===== config.mk =====
export PLATFORM = sky130hd
export DESIGN_NAME = memory_unit
export DESIGN_NICKNAME = d
export VERILOG_FILES = /design/src/design/bus_pkg.sv /design/src/design/periph_pkg.sv /design/src/design/spi_if.sv /design/src/design/spi_master.sv /design/src/design/os_timer.sv /design/src/design/bus_decoder.sv /design/src/design/memory_unit.sv
export VERILOG_INCLUDE_DIRS = /design/src /design/src/design
export SDC_FILE = /design/constraint.sdc
export NUM_CORES = 1
export LEC_CHECK = 0
export CORE_AREA = 3 3 135 137
export CTS_BUF_LIST = sky130_fd_sc_hd__clkbuf_2 sky130_fd_sc_hd__clkbuf_4 sky130_fd_sc_hd__clkbuf_8
export DETAILED_ROUTE_END_ITERATION = 10
export DIE_AREA = 0 0 138 140
export DONT_BUFFER_PORTS = 1
export PLACE_DENSITY = 0.67
export REMOVE_ABC_BUFFERS = 1
export SLEW_MARGIN = 20
export SYNTH_ARGS = -nofsm -noshare
export SYNTH_HDL_FRONTEND = slang
export SYNTH_SLANG_ARGS = --single-unit

===== constraint.sdc =====
create_clock -name clk -period 8.5 [get_ports clk]
set_input_delay 0.85 -clock clk [delete_from_list [all_inputs] [get_ports clk]]
set_output_delay 0.85 -clock clk [all_outputs]
set_load 0.01 [all_outputs]

===== src/design/bus_defines.svh =====
// --------------------------------------------------
// Bus unit constants
// Word address map of the CPU bus and the default
// SPI and OS timer speeds
// --------------------------------------------------

`ifndef BUS_DEFINES_SVH
`define BUS_DEFINES_SVH

// --------------------------------------------------
// Memory regions, end addresses are exclusive
// --------------------------------------------------
`define BUS_VRAM32_BASE 27'hC00000
`define BUS_VRAM32_END  27'hC00420
`define BUS_ROM_BASE    27'hC02522
`define BUS_ROM_END     27'hC02722

// --------------------------------------------------
// Single word I/O registers
// --------------------------------------------------
`define BUS_SPI_DATA    27'hC02728
`define BUS_SPI_CS      27'hC02729
`define BUS_GPIO        27'hC02737
`define BUS_OST_VALUE   27'hC02739
`define BUS_OST_TRIGGER 27'hC0273A
`define BUS_BOOT_MODE   27'hC02741

// Peripheral speeds in system clocks
`define SPI_CLKS_PER_HALF_BIT 2
`define OST_PRESCALE          4

`endif


===== src/design/bus_pkg.sv =====
// --------------------------------------------------
// CPU bus types
// Address and data words plus the decoded region
// --------------------------------------------------
`default_nettype none

package bus_pkg;

    // Word addressed, 27 bits wide
    typedef logic [26:0] bus_addr_t;
    typedef logic [31:0] bus_word_t;

    // Offsets into the memory ports
    typedef logic [13:0] vram_addr_t;
    typedef logic [8:0]  rom_addr_t;

    // Target of the current bus address
    typedef enum logic [3:0]
    {
        VRAM32,
        ROM,
        SPI_DATA,
        SPI_CS,
        GPIO,
        OST_VALUE,
        OST_TRIGGER,
        BOOT_MODE,
        NONE
    } bus_region_t;

endpackage

`default_nettype wire


===== src/design/periph_pkg.sv =====
// --------------------------------------------------
// Peripheral data types
// SPI byte, timer load value and GPIO nibble
// --------------------------------------------------
`default_nettype none

package periph_pkg;

    // One SPI transfer
    typedef logic [7:0] spi_byte_t;

    // Timer ticks before the interrupt
    typedef logic [31:0] ost_count_t;

    // Four GPI pins or four GPO pins
    typedef logic [3:0] gpio_nibble_t;

endpackage

`default_nettype wire


===== src/design/spi_if.sv =====
// --------------------------------------------------
// SPI byte link
// Start and done pulses between decoder and master
// --------------------------------------------------
`timescale 1ns/1ns
`default_nettype none

interface spi_if;

    logic                  start;
    periph_pkg::spi_byte_t tx_byte;
    logic                  done;
    periph_pkg::spi_byte_t rx_byte;

    // Bus side, issues the transfer
    modport ctrl (output start, output tx_byte, input done, input rx_byte);

    // Master side, runs the transfer
    modport periph (input start, input tx_byte, output done, output rx_byte);

endinterface

`default_nettype wire


===== src/design/spi_master.sv =====
// --------------------------------------------------
// SPI master
// Mode 0, one byte per transfer, MSB first
// --------------------------------------------------
`timescale 1ns/1ns
`default_nettype none

`include "bus_defines.svh"

module spi_master
#(
    parameter int CLKS_PER_HALF_BIT = `SPI_CLKS_PER_HALF_BIT
)
(
    input  wire  clk,
    input  wire  reset,
    spi_if.periph spi,
    output logic o_spi_clk,
    output logic o_spi_mosi,
    input  wire  i_spi_miso
);

    localparam int DIV_W = (CLKS_PER_HALF_BIT > 1) ? $clog2(CLKS_PER_HALF_BIT) : 1;

    logic [DIV_W-1:0]      div_cnt;
    logic [3:0]            edge_cnt;
    logic                  busy;
    logic                  half_tick;
    periph_pkg::spi_byte_t tx_sr;
    periph_pkg::spi_byte_t rx_sr;

    assign half_tick = (div_cnt == DIV_W'(CLKS_PER_HALF_BIT - 1));

    always_ff @(posedge clk)
    begin
        if (reset)
        begin
            busy        <= 1'b0;
            div_cnt     <= '0;
            edge_cnt    <= '0;
            o_spi_clk   <= 1'b0;
            o_spi_mosi  <= 1'b0;
            spi.done    <= 1'b0;
            spi.rx_byte <= '0;
        end
        else
        begin
            spi.done <= 1'b0;
            if (!busy)
            begin
                // First bit goes out before the first rising edge
                if (spi.start)
                begin
                    busy       <= 1'b1;
                    div_cnt    <= '0;
                    edge_cnt   <= '0;
                    tx_sr      <= spi.tx_byte;
                    o_spi_mosi <= spi.tx_byte[7];
                end
            end
            else if (half_tick)
            begin
                div_cnt   <= '0;
                edge_cnt  <= edge_cnt + 4'd1;
                o_spi_clk <= ~o_spi_clk;
                if (!o_spi_clk)
                begin
                    rx_sr <= {rx_sr[6:0], i_spi_miso};
                end
                else
                begin
                    o_spi_mosi <= tx_sr[6];
                    tx_sr      <= {tx_sr[6:0], 1'b0};
                end
                // Sixteenth edge is the last falling one
                if (edge_cnt == 4'd15)
                begin
                    busy        <= 1'b0;
                    spi.done    <= 1'b1;
                    spi.rx_byte <= rx_sr;
                end
            end
            else
            begin
                div_cnt <= div_cnt + 1'b1;
            end
        end
    end

endmodule

`default_nettype wire


===== src/design/os_timer.sv =====
// --------------------------------------------------
// OS timer
// Prescaled countdown with a one-cycle interrupt
// --------------------------------------------------
`timescale 1ns/1ns
`default_nettype none

`include "bus_defines.svh"

module os_timer
#(
    parameter int PRESCALE = `OST_PRESCALE
)
(
    input  wire                    clk,
    input  wire                    reset,
    input  wire                    i_load,
    input  wire periph_pkg::ost_count_t i_value,
    input  wire                    i_trigger,
    output logic                   o_int
);

    localparam int PRE_W = (PRESCALE > 1) ? $clog2(PRESCALE) : 1;

    periph_pkg::ost_count_t load_q;
    periph_pkg::ost_count_t count;
    logic [PRE_W-1:0]       pre_cnt;
    logic                   running;

    always_ff @(posedge clk)
    begin
        if (reset)
        begin
            load_q  <= '0;
            count   <= '0;
            pre_cnt <= '0;
            running <= 1'b0;
            o_int   <= 1'b0;
        end
        else
        begin
            o_int <= 1'b0;
            if (i_load)
            begin
                load_q <= i_value;
            end

            if (i_trigger)
            begin
                count   <= load_q;
                pre_cnt <= PRE_W'(PRESCALE - 1);
                running <= 1'b1;
            end
            else if (running)
            begin
                if (count == '0)
                begin
                    running <= 1'b0;
                    o_int   <= 1'b1;
                end
                else if (pre_cnt != '0)
                begin
                    pre_cnt <= pre_cnt - 1'b1;
                end
                else
                begin
                    // One tick every PRESCALE clocks
                    pre_cnt <= PRE_W'(PRESCALE - 1);
                    count   <= count - 1'b1;
                    if (count == 32'd1)
                    begin
                        running <= 1'b0;
                        o_int   <= 1'b1;
                    end
                end
            end
        end
    end

endmodule

`default_nettype wire


===== src/design/bus_decoder.sv =====
// --------------------------------------------------
// Bus decoder
// Address decode, completion timing, read data and
// the chip-select and GPO registers
// --------------------------------------------------
`timescale 1ns/1ns
`default_nettype none

`include "bus_defines.svh"

module bus_decoder
(
    input  wire                      clk,
    input  wire                      reset,
    input  wire bus_pkg::bus_addr_t  i_bus_addr,
    input  wire bus_pkg::bus_word_t  i_bus_data,
    input  wire                      i_bus_we,
    input  wire                      i_bus_start,
    output bus_pkg::bus_word_t       o_bus_q,
    output logic                     o_bus_done,
    output bus_pkg::vram_addr_t      o_vram32_addr,
    output bus_pkg::bus_word_t       o_vram32_d,
    output logic                     o_vram32_we,
    input  wire bus_pkg::bus_word_t  i_vram32_q,
    output bus_pkg::rom_addr_t       o_rom_addr,
    input  wire bus_pkg::bus_word_t  i_rom_q,
    input  wire periph_pkg::gpio_nibble_t i_gpi,
    output periph_pkg::gpio_nibble_t o_gpo,
    output logic                     o_spi_cs,
    input  wire                      i_boot_mode,
    spi_if.ctrl                      spi,
    output logic                     o_ost_load,
    output periph_pkg::ost_count_t   o_ost_value,
    output logic                     o_ost_trigger
);

    bus_pkg::bus_region_t region;
    bus_pkg::bus_addr_t   addr_q;
    bus_pkg::bus_addr_t   vram_off;
    bus_pkg::bus_addr_t   rom_off;
    bus_pkg::bus_word_t   data_q;
    bus_pkg::bus_word_t   read_word;
    logic                 served;
    logic                 done_next;
    logic                 spi_wait;
    logic                 accept;
    logic                 fast_path;
    logic                 spi_write;
    logic                 finish;

    // --------------------------------------------------
    // Region decode
    // --------------------------------------------------
    always_comb
    begin
        if (i_bus_addr >= `BUS_VRAM32_BASE && i_bus_addr < `BUS_VRAM32_END)
            region = bus_pkg::VRAM32;
        else if (i_bus_addr >= `BUS_ROM_BASE && i_bus_addr < `BUS_ROM_END)
            region = bus_pkg::ROM;
        else if (i_bus_addr == `BUS_SPI_DATA)
            region = bus_pkg::SPI_DATA;
        else if (i_bus_addr == `BUS_SPI_CS)
            region = bus_pkg::SPI_CS;
        else if (i_bus_addr == `BUS_GPIO)
            region = bus_pkg::GPIO;
        else if (i_bus_addr == `BUS_OST_VALUE)
            region = bus_pkg::OST_VALUE;
        else if (i_bus_addr == `BUS_OST_TRIGGER)
            region = bus_pkg::OST_TRIGGER;
        else if (i_bus_addr == `BUS_BOOT_MODE)
            region = bus_pkg::BOOT_MODE;
        else
            region = bus_pkg::NONE;
    end

    // VRAM32 port runs one cycle behind the bus on latched address and data
    assign vram_off      = addr_q - `BUS_VRAM32_BASE;
    assign rom_off       = i_bus_addr - `BUS_ROM_BASE;
    assign o_vram32_addr = vram_off[13:0];
    assign o_vram32_d    = data_q;
    assign o_rom_addr    = rom_off[8:0];

    // --------------------------------------------------
    // Completion sequencing
    // --------------------------------------------------
    assign accept    = i_bus_start && !served;
    assign fast_path = (region == bus_pkg::ROM) || (region == bus_pkg::VRAM32 && i_bus_we);
    assign spi_write = (region == bus_pkg::SPI_DATA) && i_bus_we;
    assign finish    = (accept && fast_path) || done_next || (spi_wait && spi.done);

    always_comb
    begin
        case (region)
            bus_pkg::VRAM32:    read_word = i_vram32_q;
            bus_pkg::ROM:       read_word = i_rom_q;
            bus_pkg::SPI_DATA:  read_word = {24'd0, spi.rx_byte};
            bus_pkg::SPI_CS:    read_word = {31'd0, o_spi_cs};
            bus_pkg::GPIO:      read_word = {24'd0, o_gpo, i_gpi};
            bus_pkg::BOOT_MODE: read_word = {31'd0, i_boot_mode};
            default:            read_word = '0;
        endcase
    end

    // Data path latches
    always_ff @(posedge clk)
    begin
        addr_q <= i_bus_addr;
        data_q <= i_bus_data;
        if (finish)
            o_bus_q <= read_word;
        if (accept && spi_write)
            spi.tx_byte <= i_bus_data[7:0];
        if (accept && region == bus_pkg::OST_VALUE && i_bus_we)
            o_ost_value <= i_bus_data;
    end

    always_ff @(posedge clk)
    begin
        if (reset)
        begin
            o_bus_done    <= 1'b0;
            done_next     <= 1'b0;
            served        <= 1'b0;
            spi_wait      <= 1'b0;
            o_vram32_we   <= 1'b0;
            spi.start     <= 1'b0;
            o_ost_load    <= 1'b0;
            o_ost_trigger <= 1'b0;
            o_spi_cs      <= 1'b1;
            o_gpo         <= '0;
        end
        else
        begin
            o_bus_done    <= finish;
            done_next     <= accept && !fast_path && !spi_write;
            o_vram32_we   <= accept && region == bus_pkg::VRAM32 && i_bus_we;
            spi.start     <= accept && spi_write;
            o_ost_load    <= accept && region == bus_pkg::OST_VALUE && i_bus_we;
            o_ost_trigger <= accept && region == bus_pkg::OST_TRIGGER && i_bus_we;

            // Held start must not complete twice
            if (accept)
                served <= 1'b1;
            else if (!i_bus_start)
                served <= 1'b0;

            // SPI write waits for the end of the transfer
            if (accept && spi_write)
                spi_wait <= 1'b1;
            else if (spi.done)
                spi_wait <= 1'b0;

            if (accept && i_bus_we && region == bus_pkg::SPI_CS)
                o_spi_cs <= i_bus_data[0];
            if (accept && i_bus_we && region == bus_pkg::GPIO)
                o_gpo <= i_bus_data[7:4];
        end
    end

endmodule

`default_nettype wire


===== src/design/memory_unit.sv =====
// --------------------------------------------------
// Memory unit
// CPU bus to VRAM32, boot ROM, SPI, OS timer, GPIO
// --------------------------------------------------
`timescale 1ns/1ns
`default_nettype none

module memory_unit
(
    input  wire                      clk,
    input  wire                      reset,
    input  wire bus_pkg::bus_addr_t  i_bus_addr,
    input  wire bus_pkg::bus_word_t  i_bus_data,
    input  wire                      i_bus_we,
    input  wire                      i_bus_start,
    output bus_pkg::bus_word_t       o_bus_q,
    output logic                     o_bus_done,
    output bus_pkg::vram_addr_t      o_vram32_addr,
    output bus_pkg::bus_word_t       o_vram32_d,
    output logic                     o_vram32_we,
    input  wire bus_pkg::bus_word_t  i_vram32_q,
    output bus_pkg::rom_addr_t       o_rom_addr,
    input  wire bus_pkg::bus_word_t  i_rom_q,
    output logic                     o_spi_clk,
    output logic                     o_spi_mosi,
    output logic                     o_spi_cs,
    input  wire                      i_spi_miso,
    input  wire periph_pkg::gpio_nibble_t i_gpi,
    output periph_pkg::gpio_nibble_t o_gpo,
    output logic                     o_ost_int,
    input  wire                      i_boot_mode
);

    // Decoder to timer
    logic                   ost_load;
    logic                   ost_trigger;
    periph_pkg::ost_count_t ost_value;

    spi_if spi ();

    bus_decoder u_decoder
    (
        .clk           (clk),
        .reset         (reset),
        .i_bus_addr    (i_bus_addr),
        .i_bus_data    (i_bus_data),
        .i_bus_we      (i_bus_we),
        .i_bus_start   (i_bus_start),
        .o_bus_q       (o_bus_q),
        .o_bus_done    (o_bus_done),
        .o_vram32_addr (o_vram32_addr),
        .o_vram32_d    (o_vram32_d),
        .o_vram32_we   (o_vram32_we),
        .i_vram32_q    (i_vram32_q),
        .o_rom_addr    (o_rom_addr),
        .i_rom_q       (i_rom_q),
        .i_gpi         (i_gpi),
        .o_gpo         (o_gpo),
        .o_spi_cs      (o_spi_cs),
        .i_boot_mode   (i_boot_mode),
        .spi           (spi.ctrl),
        .o_ost_load    (ost_load),
        .o_ost_value   (ost_value),
        .o_ost_trigger (ost_trigger)
    );

    spi_master u_spi
    (
        .clk        (clk),
        .reset      (reset),
        .spi        (spi.periph),
        .o_spi_clk  (o_spi_clk),
        .o_spi_mosi (o_spi_mosi),
        .i_spi_miso (i_spi_miso)
    );

    os_timer u_ost
    (
        .clk       (clk),
        .reset     (reset),
        .i_load    (ost_load),
        .i_value   (ost_value),
        .i_trigger (ost_trigger),
        .o_int     (o_ost_int)
    );

endmodule

`default_nettype wire


# --- Word-level counts from Yosys, hierarchy flattened ---
# Index checks and enable logic that the tools add are counted.
word_totals:
  elab_cells: 153
  output_inout_bits: 97
  regBits: 231
  in_bits: 133
op_classes:
  addsub: 6
  n_bitwise: 5
  n_eq_ne: 20
  n_reduce_logical: 41
  order_cmp: 4
  mux: 48
ops:
  columns: ["operator", "n"]
  rows:
  - ["case mux 32 bit (6 select lines)", 1]
  - ["equality test 27 x 24 -> 1 bit (second input constant)", 6]
  - ["2-to-1 mux 32 bit", 4]
  - ["greater-or-equal comparator 27 x 24 -> 1 bit (second input constant)", 2]
  - ["< comparator 27 x 24 -> 1 bit (second input constant)", 2]
  - ["2-to-1 mux 4 bit", 11]
  - ["equality test 32 x 1 -> 1 bit (second input constant)", 1]
  - ["logical NOT 32 bit", 1]
  - ["subtractor 32 x 1 -> 32 bit (second input constant)", 1]
  - ["2-to-1 mux 7 bit", 4]
  - ["2-to-1 mux 1 bit", 24]
  - ["logical AND 1 bit", 19]
  - ["equality test 4 x 3 -> 1 bit (second input constant)", 4]
  - ["subtractor 14 x 1 -> 14 bit (second input constant)", 1]
  - ["AND reduction 3 bit", 3]
  - ["subtractor 9 bit (second input constant)", 1]
  - ["equality test 4 x 2 -> 1 bit (second input constant)", 2]
  - ["2-to-1 mux 2 bit", 4]
  - ["AND reduction 4 bit", 2]
  - ["nonzero test 2 bit", 4]
  - ["inequality test 2 x 1 -> 1 bit (second input constant)", 3]
  - ["AND reduction 2 bit", 3]
  - ["OR reduction 3 bit", 2]
  - ["NOT 1 bit", 5]
  - ["other kinds (9)", 14]

# --- Depth between registers and ports, before layout ---
# Gate-level depths: netlist of the first run.
depth:
  depth_word: 15
  ltp_mapped: 9
  mapped_depth_nobuf: 7

# --- Cells and area by module ---
# A second synthesis of the first run with hierarchy kept.
hier_totals:
  cells_unflattened: 779
  hier_area_um2: 9206.3
modules_own_cells:
  columns: ["mod", "cells_each", "instances", "area_per_inst_um2", "seq_area_each_um2"]
  rows:
  - ["bus_decoder", 294, 1, 4498.1, 3343.2]
  - ["os_timer", 383, 1, 3390.8, 1361.3]
  - ["spi_master", 102, 1, 1317.5, 790.8]

# --- Worst setup path after synthesis of the first run ---
# Ideal clock, no wire load.
synth_timing:
  path_kind: "input to register"
  from: "in i_bus_addr[1]"
  to: "reg u_decoder.o_ost_value[0], enable pin"
  arrival_ns: 7.211
  setup_time_ns: 0.595
  slack_ns: 0.694
  required_time_ns: 7.905
  cell_stages: 7
  path_buffers: 0
  cell_sequence: "inv_1 > ha_1 > nor3b_1 > o21a_1 > o22ai_1 > or3_1 > a2111oi_0"
synth_between:
  elab_chain_len: 12
  elab_cells_between_ends: 23
  cone_classes: "4 x order compare; 7 x eq/ne; 8 x mux; 4 x reduce/logical"
synth_lines:
  columns: ["element", "line_no", "source"]
  rows:
  - ["start, declared", "memory_unit.sv:12", "input wire bus_pkg::bus_addr_t i_bus_addr,"]
  - ["equality test 27 x 24 -> 1 bit (no source line)", null, null]
  - ["2-to-1 mux 4 bit", "bus_decoder.sv:70", "else if (i_bus_addr == `BUS_BOOT_MODE)"]
  - ["2-to-1 mux 4 bit", "bus_decoder.sv:68", "else if (i_bus_addr == `BUS_OST_TRIGGER)"]
  - ["2-to-1 mux 4 bit", "bus_decoder.sv:66", "else if (i_bus_addr == `BUS_OST_VALUE)"]
  - ["2-to-1 mux 4 bit", "bus_decoder.sv:64", "else if (i_bus_addr == `BUS_GPIO)"]
  - ["2-to-1 mux 4 bit", "bus_decoder.sv:62", "else if (i_bus_addr == `BUS_SPI_CS)"]
  - ["2-to-1 mux 4 bit", "bus_decoder.sv:60", "else if (i_bus_addr == `BUS_SPI_DATA)"]
  - ["2-to-1 mux 4 bit", "bus_decoder.sv:58", "else if (i_bus_addr >= `BUS_ROM_BASE && i_bus_addr < `BUS_ROM_END)"]
  - ["2-to-1 mux 4 bit *", "bus_decoder.sv:56", "if (i_bus_addr >= `BUS_VRAM32_BASE && i_bus_addr < `BUS_VRAM32_END)"]
  - ["equality test 4 x 3 -> 1 bit *", "bus_decoder.sv:113", "if (accept && region == bus_pkg::OST_VALUE && i_bus_we)"]
  - ["logical AND 1 bit * (2 in a row)", "bus_decoder.sv:113", null]
  - ["end signal, assigned", "bus_decoder.sv:114", "o_ost_value <= i_bus_data;"]
  - ["end, declared", "bus_decoder.sv:33", "output periph_pkg::ost_count_t o_ost_value,"]
# Every way passes the cells marked *; elsewhere a longest branch is shown, timed or not.
# A chain may end at the register's enable or synchronous reset.

# --- Final worst setup path of the first run ---
layout_timing:
  from: "reg u_ost.count[20]"
  to: "reg u_ost.count[17]"
layout_between:
  elab_chain_len: 3
layout_lines:
  columns: ["element", "line_no", "source"]
  rows:
  - ["start, declared", "os_timer.sv:26", "periph_pkg::ost_count_t count;"]
  - ["start signal, assigned", "os_timer.sv:50", "count <= load_q;"]
  - ["start signal, assigned", "os_timer.sv:69", "count <= count - 1'b1;"]
  - ["logical NOT 32 bit", "os_timer.sv:56", "if (count == '0)"]
  - ["inequality test 2 bit (no source line)", null, null]
  - ["AND reduction 3 bit (no source line)", null, null]
# No other way between the ends.

==> results of run 1 <==
## per-stage QoR
stage / hold slack [ns] / power (mW) / setup WS (ns)
after global placement: 0.430 / 1.22 / 5.00
after global routing: 0.315 / 2.27 / 5.03
after floorplan: 0.426 / 1.21 / 0.694
after detailed placement: 0.438 / 1.22 / 4.90
after CTS: 0.313 / 2.22 / 5.29
final: 0.344 / 2.19 / 5.31
## area by class of cell
type	count	share of cell area
Clock buffer	60	0.0733
Clock inverter	11	0.00770
Inverter	22	0.00834
Multi-Input combinational cell	454	0.321
Sequential cell	231	0.555
Tap cell	225	0.0284
Timing Repair Buffer	8	0.00606
## cells in the final DEF, fill, tap and decap left out, types with 10 or more instances in the layout
master,n
o21ai_0,16
nor4_1,11
nor3_1,15
a311oi_1,17
and4_1,10
clkbuf_8,44
a211oi_1,14
nand2_1,14
clkbuf_4,16
edfxtp_1,87
a21oi_1,17
or4_1,14
dfxtp_1,143
mux2i_1,42
a22o_1,31
nand4_1,13
nor2_1,92
inv_1,22
## synth_stat cells (6+ instances only)
cell,n,area share
edfxtp_1,87,0.29
a2111oi_0,7,0.0069
mux2_2,6,0.0076
nor2b_1,7,0.0049
nor3_1,17,0.0095
mux2i_1,42,0.047
nand4_1,13,0.0091
and4_1,10,0.0098
a311oi_1,17,0.017
a21oi_1,17,0.0095
nor2_1,92,0.039
nor4_1,11,0.0077
clkbuf_1,40,0.017
a22o_1,31,0.030
or3_1,9,0.0063
nand2_1,14,0.0059
ha_1,6,0.0084
inv_1,22,0.0093
o31ai_1,9,0.0076
o21ai_0,17,0.0095
or4_1,14,0.012
nand3_1,9,0.0051
a211oi_1,14,0.012
dfxtp_1,144,0.32
a221o_1,7,0.0079
## routing by layer
| metal | up-vias | share of wire |
|---|---|---|
| li1 | 2881 | - |
| met1 | 2923 | 0.42 |
| met2 | 223 | 0.49 |
| met3 | 44 | 0.070 |
| met4 | 0 | 0.023 |
| met5 | - | 0 |
## registers in the layout, indices dropped and copies added (netlist names), 7 cells and up
name and count:
u_spi.spi.rx_byte 8, u_decoder.spi.tx_byte 8, u_decoder.o_bus_q 32, u_decoder.o_ost_value 32, u_ost.load_q 32, u_spi.tx_sr 7
u_spi.rx_sr 8, u_ost.count 32, u_decoder.addr_q 14, u_decoder.o_vram32_d 32
## worst reg2reg max path, cell delays in order (launching register included)
cell       delay (ns)
dfxtp_1          0.36
or4_1            0.69
nor4_2           0.58
nand4_1          0.65
and4_1           0.46
a2111oi_0        0.35
## kinds of logic after synthesis
logic type               after synthesis
AND/OR/NAND/NOR                      243
AO/OA/AOI/OAI                        147
multiplexers                          48
adder cells (fa/ha/maj)                6
buffers and inverters                 71
XOR/XNOR                              10
flip-flops                           231
## how the worst max path moves through the flow
stage | cells past startpoint | from | slack [ns] | to
after floorplan | 7 | i_bus_addr[1] | 0.69 | u_decoder.o_ost_value[0]
after global placement | 8 | i_bus_addr[1] | 5.00 | u_decoder.o_ost_value[29]
final | 5 | u_ost.count[20] | 5.31 | u_ost.count[17]
after CTS | 5 | u_ost.count[20] | 5.29 | u_ost.count[17]
after detailed placement | 8 | i_bus_addr[1] | 4.90 | u_decoder.o_ost_value[29]
after global routing | 5 | u_ost.count[20] | 5.03 | u_ost.count[17]
## power groups by stage
stage / registers (mW) / logic (mW) / clock network, mW
6_report: 1.17 / 0.0216 / 0.995
5_1_grt: 1.17 / 0.0237 / 1.07
4_1_cts: 1.17 / 0.0216 / 1.02
3_5_place_dp: 1.20 / 0.0214 / 0
3_3_place_gp: 1.20 / 0.0211 / 0
2_1_floorplan: 1.20 / 0.0160 / 0
==> impl_metrics.ini, run 1 <==
[final_layout]
drive_gt1_frac = 0.135
instances_no_fill = 1011
final_core_util = 0.577
final_area_um2 = 9910
diodes = 0
synthToLayoutAreaGrowth_pct = 11.1
nFillCells = 1466
regArea_um2 = 5500
multi_input_area_um2 = 3180
nets = 895

[critical_path]
critPathTopFamily = simple AND/OR/NAND/NOR gates
crit_fanout = 13
cp.arrival_ns = 3.58
r2r_slack_ns = 5.31
rr_worst_depth = 5
timing.rr.start = u_ost.count[20]
start_kind = flop
required_ns = 8.89
crit_buf_inv = 0
critPathKind = reg -> reg
timing.rr.end = u_ost.count[17]
cp_cell_sequence = or4_1 > nor4_2 > nand4_1 > and4_1 > a2111oi_0
worstSetupEndpointType = flop
cpPeakStageDelay_ns = 0.69
critPathSlowestCell = or4_1

[timing]
rsz0062_at_grt = no
finalCritPeriodShare = 0.376
tns_ns = 0
drv_slew = 0
hold_viol_final = 0
fmax_ghz = 0.313
max_slew_margin = 0.313
skew_ns = 0.0224
finalSetupViolations = 0
min_period_ns = 3.19
tightest_slew_ns = 1.03

[floorplanning]
initial_utilization = 0.519
die_w_um = 138
die_area_um2 = 19300
die_y_um = 140
num_rows = 48
coreArea_um2 = 17200
ios = 230

[yosys]
ys_seq_elements = 231
synth-main-ff-cell = dfxtp_1
yosys_warnings = 0
synth_compound_area_frac = 0.128
synthSimpleGateAreaFrac = 0.152
synth_cells = 756
synth.distinct_cells = 64
synth_top_family_by_area = simple AND/OR/NAND/NOR gates
synth-seq-area-share = 0.616
synth_edf_count = 87
synthXorXnorAreaFrac = 0.00982
yosys.area_share.adder = 0.00842
postSynthAreaPerCell_um2 = 11.8
async_reset_ff_frac = 0
syn_area_um2 = 8920
synth_mux_area_frac = 0.0547

[detailed_routing]
wirelength_um = 20400
antenna_left = 0
wl_per_cell_um = 20.2
firstDrtPassIters = 9
num_vias = 6071
initialDrtViolationCount = 389
drc = 0
viasPerCell = 6.00

[clock_network]
cts_hold_buffers = 0
cts_tree = built
cts_num_sinks = 231
cts_buffer_depth = 3
cts_resized = 0
cts_buffers = 39
path_clk_slew_ns = 0.06
h-tree-depth = 2
cts_setup_buffers = 0
root_buffer = clkbuf_8
insertion_delay_ns = 0.53

[power_and_ir_drop]
switchingPower_uw = 447
power_leakage_nw = 3.48
p_comb_frac = 0.010
switching_share = 0.204
p_int_mw = 1.74
pwr-share-seq = 0.536
clkPwrFrac = 0.454
vdd_drop_max_mv = 0.136
p_per_area_nw_per_um2 = 221

[global_route]
grt_max_degree = 93
use_met1 = 0.256
met2_usage = 0.331
gr-total-overflow = 0
grt_pass1_wl_um = 32200
gr-max-usage-layer = met2
antenna_found_initial = 0
use_met3 = 0.0611
grt_pass1_vias = 6127
track_usage = 0.203

[placement]
portBuffers = 0
numPlacedInstances = 940
place_area_um2 = 9090
routabilityCongestion = 0.836
dp_hpwl_um = 14000

[hold_path]
worstHoldPathCells = 0
holdPathEnd = u_decoder.o_vram32_d[6]
hp-class = in -> reg
holdCritStartpoint = i_bus_data[6]

[flow_run]
maxCapViolCount = 0

[run_status]
status = complete, no violations
Note: power is estimated with default switching activity, not from simulation.
==> run 2, diff against run 1 <==
Clock period 8.5 ns to 3.2 ns, I/O delays scaled along.
==> run 2 against run 1 <==
Sequential cell count stayed put. Register-to-register slack worse by 4.8 ns. Cell count is 11% higher. Non-clock buffer count is 112 higher. Routed wire length is 14% higher. Sequential share of layout area is 5.4 points lower. Highest routed layer unchanged.
==> impl_metrics.ini, run 2 (synthesis gave the netlist of run 1 again) <==
[run_status]
status = complete, no violations

[clock_network]
cts_num_sinks = 231
cts_buffer_depth = 3
root_buffer = clkbuf_8
cts_setup_buffers = 0
cts_tree = built
cts_hold_buffers = 103
cts_buffers = 38
cts_resized = 0
insertion_delay_ns = 0.52
path_clk_slew_ns = 0.06
h-tree-depth = 2

[critical_path]
crit_fanout = 11
rr_worst_depth = 5
crit_path_start = i_bus_addr[6]
worstSetupEndpointType = flop
timing.rr.start = u_ost.count[20]
r2r_slack_ns = 0.48
timing.rr.end = u_ost.count[31]
critPathKind = in -> reg
start_kind = input port
required_ns = 3.59
cp.arrival_ns = 3.15

[final_layout]
final_cell_mix = 143 x dfxtp_1, 102 x dlygate4sd3_1, 92 x nor2_1
nFillCells = 1350
final_core_util = 0.639
synthToLayoutAreaGrowth_pct = 23.0
drive_gt1_frac = 0.124
final_area_um2 = 11000
layout_commonest_cell = dfxtp_1
regArea_um2 = 5500
multi_input_area_um2 = 3170
nets = 1006
diodes = 0

[timing]
max_slew_margin = 0.224
fmax_ghz = 0.362
finalCritPeriodShare = 0.864
finalSetupViolations = 0
min_period_ns = 2.76
drv_slew = 0
tns_ns = 0
tightest_slew_ns = 1.16
skew_ns = 0.0199
rsz0062_at_grt = no
hold_viol_final = 0

[global_route]
antenna_found_initial = 0
grt_pass1_wl_um = 36700
grt_pass1_vias = 6855
track_usage = 0.231
grt_max_degree = 88
gr-total-overflow = 0

[detailed_routing]
wirelength_um = 23200
drc = 0
viasPerCell = 5.97
firstDrtPassIters = 6
wl_per_cell_um = 20.7
num_vias = 6690
antenna_left = 0
initialDrtViolationCount = 563

[placement]
portBuffers = 0
dp_hpwl_um = 14300
place_area_um2 = 9170
routabilityCongestion = 0.882

[floorplanning]
initial_utilization = 0.519
num_rows = 48
die_y_um = 140
ios = 230
die_area_um2 = 19300
coreArea_um2 = 17200
die_w_um = 138

[hold_path]
hp-class = in -> reg
holdCritStartpoint = i_vram32_q[15]
worstHoldPathCells = 1
holdPathEnd = u_decoder.o_bus_q[15]

[flow_run]
maxCapViolCount = 0

[power_and_ir_drop]
p_per_area_nw_per_um2 = 530
vdd_drop_max_mv = 0.335
power.total_mw = 5.81
power_leakage_nw = 3.99
-- run 2: per-stage QoR --
| step | hold slack, ns | setup slack, ns | cells |
|---|---|---|---|
| finish | 0.0131 | 0.436 | 1120 |
| global route | 0.00252 | 0.219 | 1120 |
| CTS | 0.000536 | 0.474 | 1120 |
| detailed placement | 0.348 | 0.458 | 949 |
| global placement | 0.348 | 0.527 | 949 |
| floorplan | 0.348 | -4.08 | 707 |
-- run 2: per-layer routing --
layer  global-route usage  routed length, µm
met5                    0                  0
met4               0.0884                650
met3               0.0703               1950
met2                0.379              11300
met1                0.290               9290
-- run 2: critical path: stages --
cell,delay (ns)
nor4bb_1,0.50
o211ai_1,0.35
nor4b_2,1.02
a22o_1,0.27
a221o_1,0.14
dlygate4sd3_1,0.55
-- run 2: worst max path at each step --
stage | end | cells past startpoint
2_1_floorplan | u_decoder.o_ost_value[0] | 7
3_3_place_gp | u_decoder.o_ost_value[29] | 8
3_5_place_dp | u_decoder.o_ost_value[28] | 8
4_1_cts | u_ost.count[31] | 5
5_1_grt | u_ost.count[22] | 6
6_report | u_decoder.o_bus_q[2] | 6
-- run 2: final cells by class --
cell class,count,share of cell area
repair buffers,120,0.108
multi-input cells,454,0.289
inverters,22,0.00753
flip-flops and latches,231,0.501
well taps,225,0.0257
clock inverters,11,0.00502
clock buffers,57,0.0635
-- run 2: power breakdown --
part	leakage [nW]	total, mW	switching [mW]	internal, mW
registers	2.02	3.12	0.0361	3.08
logic	1.57	0.172	0.0857	0.0864
clock network	0.400	2.52	1.13	1.39
==> run 3, diff against run 2 <==
Settings changed: ABC_AREA set to 1, CORE_AREA 3 3 135 137 to 3 3 140 142, DIE_AREA 0 0 138 140 to 0 0 143 145.
==> run 3 against run 2 <==
First-iteration DRC count is 18% lower. Area after synthesis is 7.6% higher. Worst hold slack better by 0.014 ns. Die area is 7.3% higher. Critical path type is now reg -> reg. Synthesized cell count is 47% higher. Combinational power hardly changed. Sequential share of layout area is 0.93 points lower. Count of clock-buffer cells in the layout stayed put. Clock skew is 0.0059 ns higher. Total power is 4.8% higher. Cell count is 29% higher.
==> impl_metrics.ini, run 3 <==
[critical_path]
timing.rr.end = u_spi.rx_sr[7]
cp-endpoint = u_spi.rx_sr[7]
crit_fanout = 12
crit_path_start = u_spi.busy
r2r_slack_ns = 1.0
cp.arrival_ns = 2.34
start_kind = flop
critPathKind = reg -> reg
worstSetupEndpointType = flop
required_ns = 3.34
rr_worst_depth = 4
timing.rr.start = u_spi.busy

[timing]
drv_slew = 0
finalSetupViolations = 0
min_period_ns = 2.20
fmax_ghz = 0.454
tns_ns = 0
tightest_slew_ns = 1.05
skew_ns = 0.0258
rsz0062_at_grt = no
max_slew_margin = 0.296
hold_viol_final = 0
finalCritPeriodShare = 0.688

[detailed_routing]
num_vias = 7539
firstDrtPassIters = 5
viasPerCell = 5.24
wl_per_cell_um = 15.7
drc = 0
initialDrtViolationCount = 460
antenna_left = 0
wirelength_um = 22700

[global_route]
track_usage = 0.215
grt_pass1_vias = 7536
gr-total-overflow = 0
antenna_found_initial = 0
grt_max_degree = 47
grt_pass1_wl_um = 36700

[placement]
dp_hpwl_um = 15200
place_area_um2 = 9810
portBuffers = 0
routabilityCongestion = 0.863

[yosys]
synth_edf_count = 87
postSynthAreaPerCell_um2 = 8.61
synth-seq-area-share = 0.572
async_reset_ff_frac = 0
synth_cells = 1115
syn_area_um2 = 9600
synth_most_common_cell = nand2_1
synth-main-ff-cell = dfxtp_1
synth_area_leaders = dfxtp_1 30%, edfxtp_1 27%, nand2_1 10%, nor2_1 5.8%, o21ai_0 4.5%
synth_top_area_cell = dfxtp_1
yosys_warnings = 0
synth.distinct_cells = 43
synth_common_cells = 266 x nand2_1, 149 x nor2_1, 144 x dfxtp_1
synth_top_cell_area_share = 0.300
ys_seq_elements = 231

[final_layout]
final_cell_mix = 266 x nand2_1, 148 x nor2_1, 144 x dfxtp_1
layout_commonest_cell = nand2_1
diodes = 0
final_area_um2 = 11200
final_core_util = 0.601
nets = 1318
synthToLayoutAreaGrowth_pct = 16.4
drive_gt1_frac = 0.0970

[floorplanning]
die_area_um2 = 20700
die_y_um = 145
ios = 230
num_rows = 50
coreArea_um2 = 18600
initial_utilization = 0.517
die_w_um = 143

[hold_path]
hp-class = in -> reg

[power_and_ir_drop]
vdd_drop_max_mv = 0.385
p_per_area_nw_per_um2 = 545
power_leakage_nw = 4.78

[clock_network]
h-tree-depth = 2
path_clk_slew_ns = 0.07
root_buffer = clkbuf_8
cts_buffer_depth = 3
cts_tree = built
cts_num_sinks = 231
cts_buffers = 37
insertion_delay_ns = 0.52

[run_status]
status = complete, no violations

[flow_run]
maxCapViolCount = 0
==> run 3: critical path: stages, from the launching register on <==
cell      delay (ns)
dfxtp_1         0.55
clkinv_1        0.33
nor2_1          0.24
nand2_1         0.13
nor2_1          0.57
==> run 3: final cells by class <==
class                      instances  area (µm²)
fill                            1642        7410
tap                              234         293
sequential                       231        5500
clock inverter                     9         121
timing repair buffer              65         628
inverter                          99         372
clock buffer                      57         716
multi-input combinational        745        3550
==> run 3: layer usage <==
| metal | wire length, µm | vias to the layer above | share of wire | global-route usage |
|---|---|---|---|---|
| met2 | 11100 | 204 | 0.49 | 0.360 |
| met1 | 9740 | 3510 | 0.43 | 0.270 |
| met4 | 549 | 0 | 0.024 | 0.0708 |
| met5 | 0 | - | 0 | 0 |
| li1 | - | 3778 | - | - |
| met3 | 1260 | 47 | 0.055 | 0.0560 |
==> run 3: stage by stage <==
| stage | hold WS [ns] | power (mW) | cells | worst slack, ns |
|---|---|---|---|---|
| final | 0.0268 | 6.09 | 1440 | 0.999 |
| after global routing | 0.00919 | 6.31 | 1440 | 0.755 |
| after CTS | 0.00429 | 6.16 | 1440 | 0.980 |
| after detailed placement | 0.348 | 3.28 | 1322 | 0.905 |
| after global placement | 0.348 | 3.28 | 1322 | 0.948 |
| after floorplan | 0.348 | 3.25 | 1075 | -0.363 |
==> run 3: timing repair <==
action / in CTS / in global routing
setup buffers: 0 / 0
resized for setup: 0 / 0
hold endpoints to repair: 136 / 0
hold buffers: 52 / 0
==> run 3: logic make-up after synthesis <==
group,share of synthesized area
adder cells (fa/ha/maj),0.00782
XOR/XNOR,0.0246
AO/OA/AOI/OAI,0.0868
buffers and inverters,0.0585
flip-flops,0.572
AND/OR/NAND/NOR,0.250
==> run 3: worst min-delay path by stage <==
stage	from	endpoint	slack (ns)	cells past startpoint
after floorplan	i_bus_addr[0]	u_decoder.addr_q[0]	0.35	0
after global placement	i_bus_data[14]	u_decoder.o_vram32_d[14]	0.35	0
after detailed placement	i_bus_data[26]	u_decoder.o_vram32_d[26]	0.35	0
after CTS	i_gpi[3]	u_decoder.o_bus_q[3]	0.004	2
after global routing	i_gpi[3]	u_decoder.o_bus_q[3]	0.009	2
final	i_gpi[3]	u_decoder.o_bus_q[3]	0.03	2
==> run 3: where the power goes <==
| group | internal (mW) | switching (mW) | leakage, nW |
|---|---|---|---|
| logic | 0.0703 | 0.103 | 2.32 |
| registers | 3.08 | 0.0342 | 2.02 |
| clock network | 1.67 | 1.13 | 0.443 |
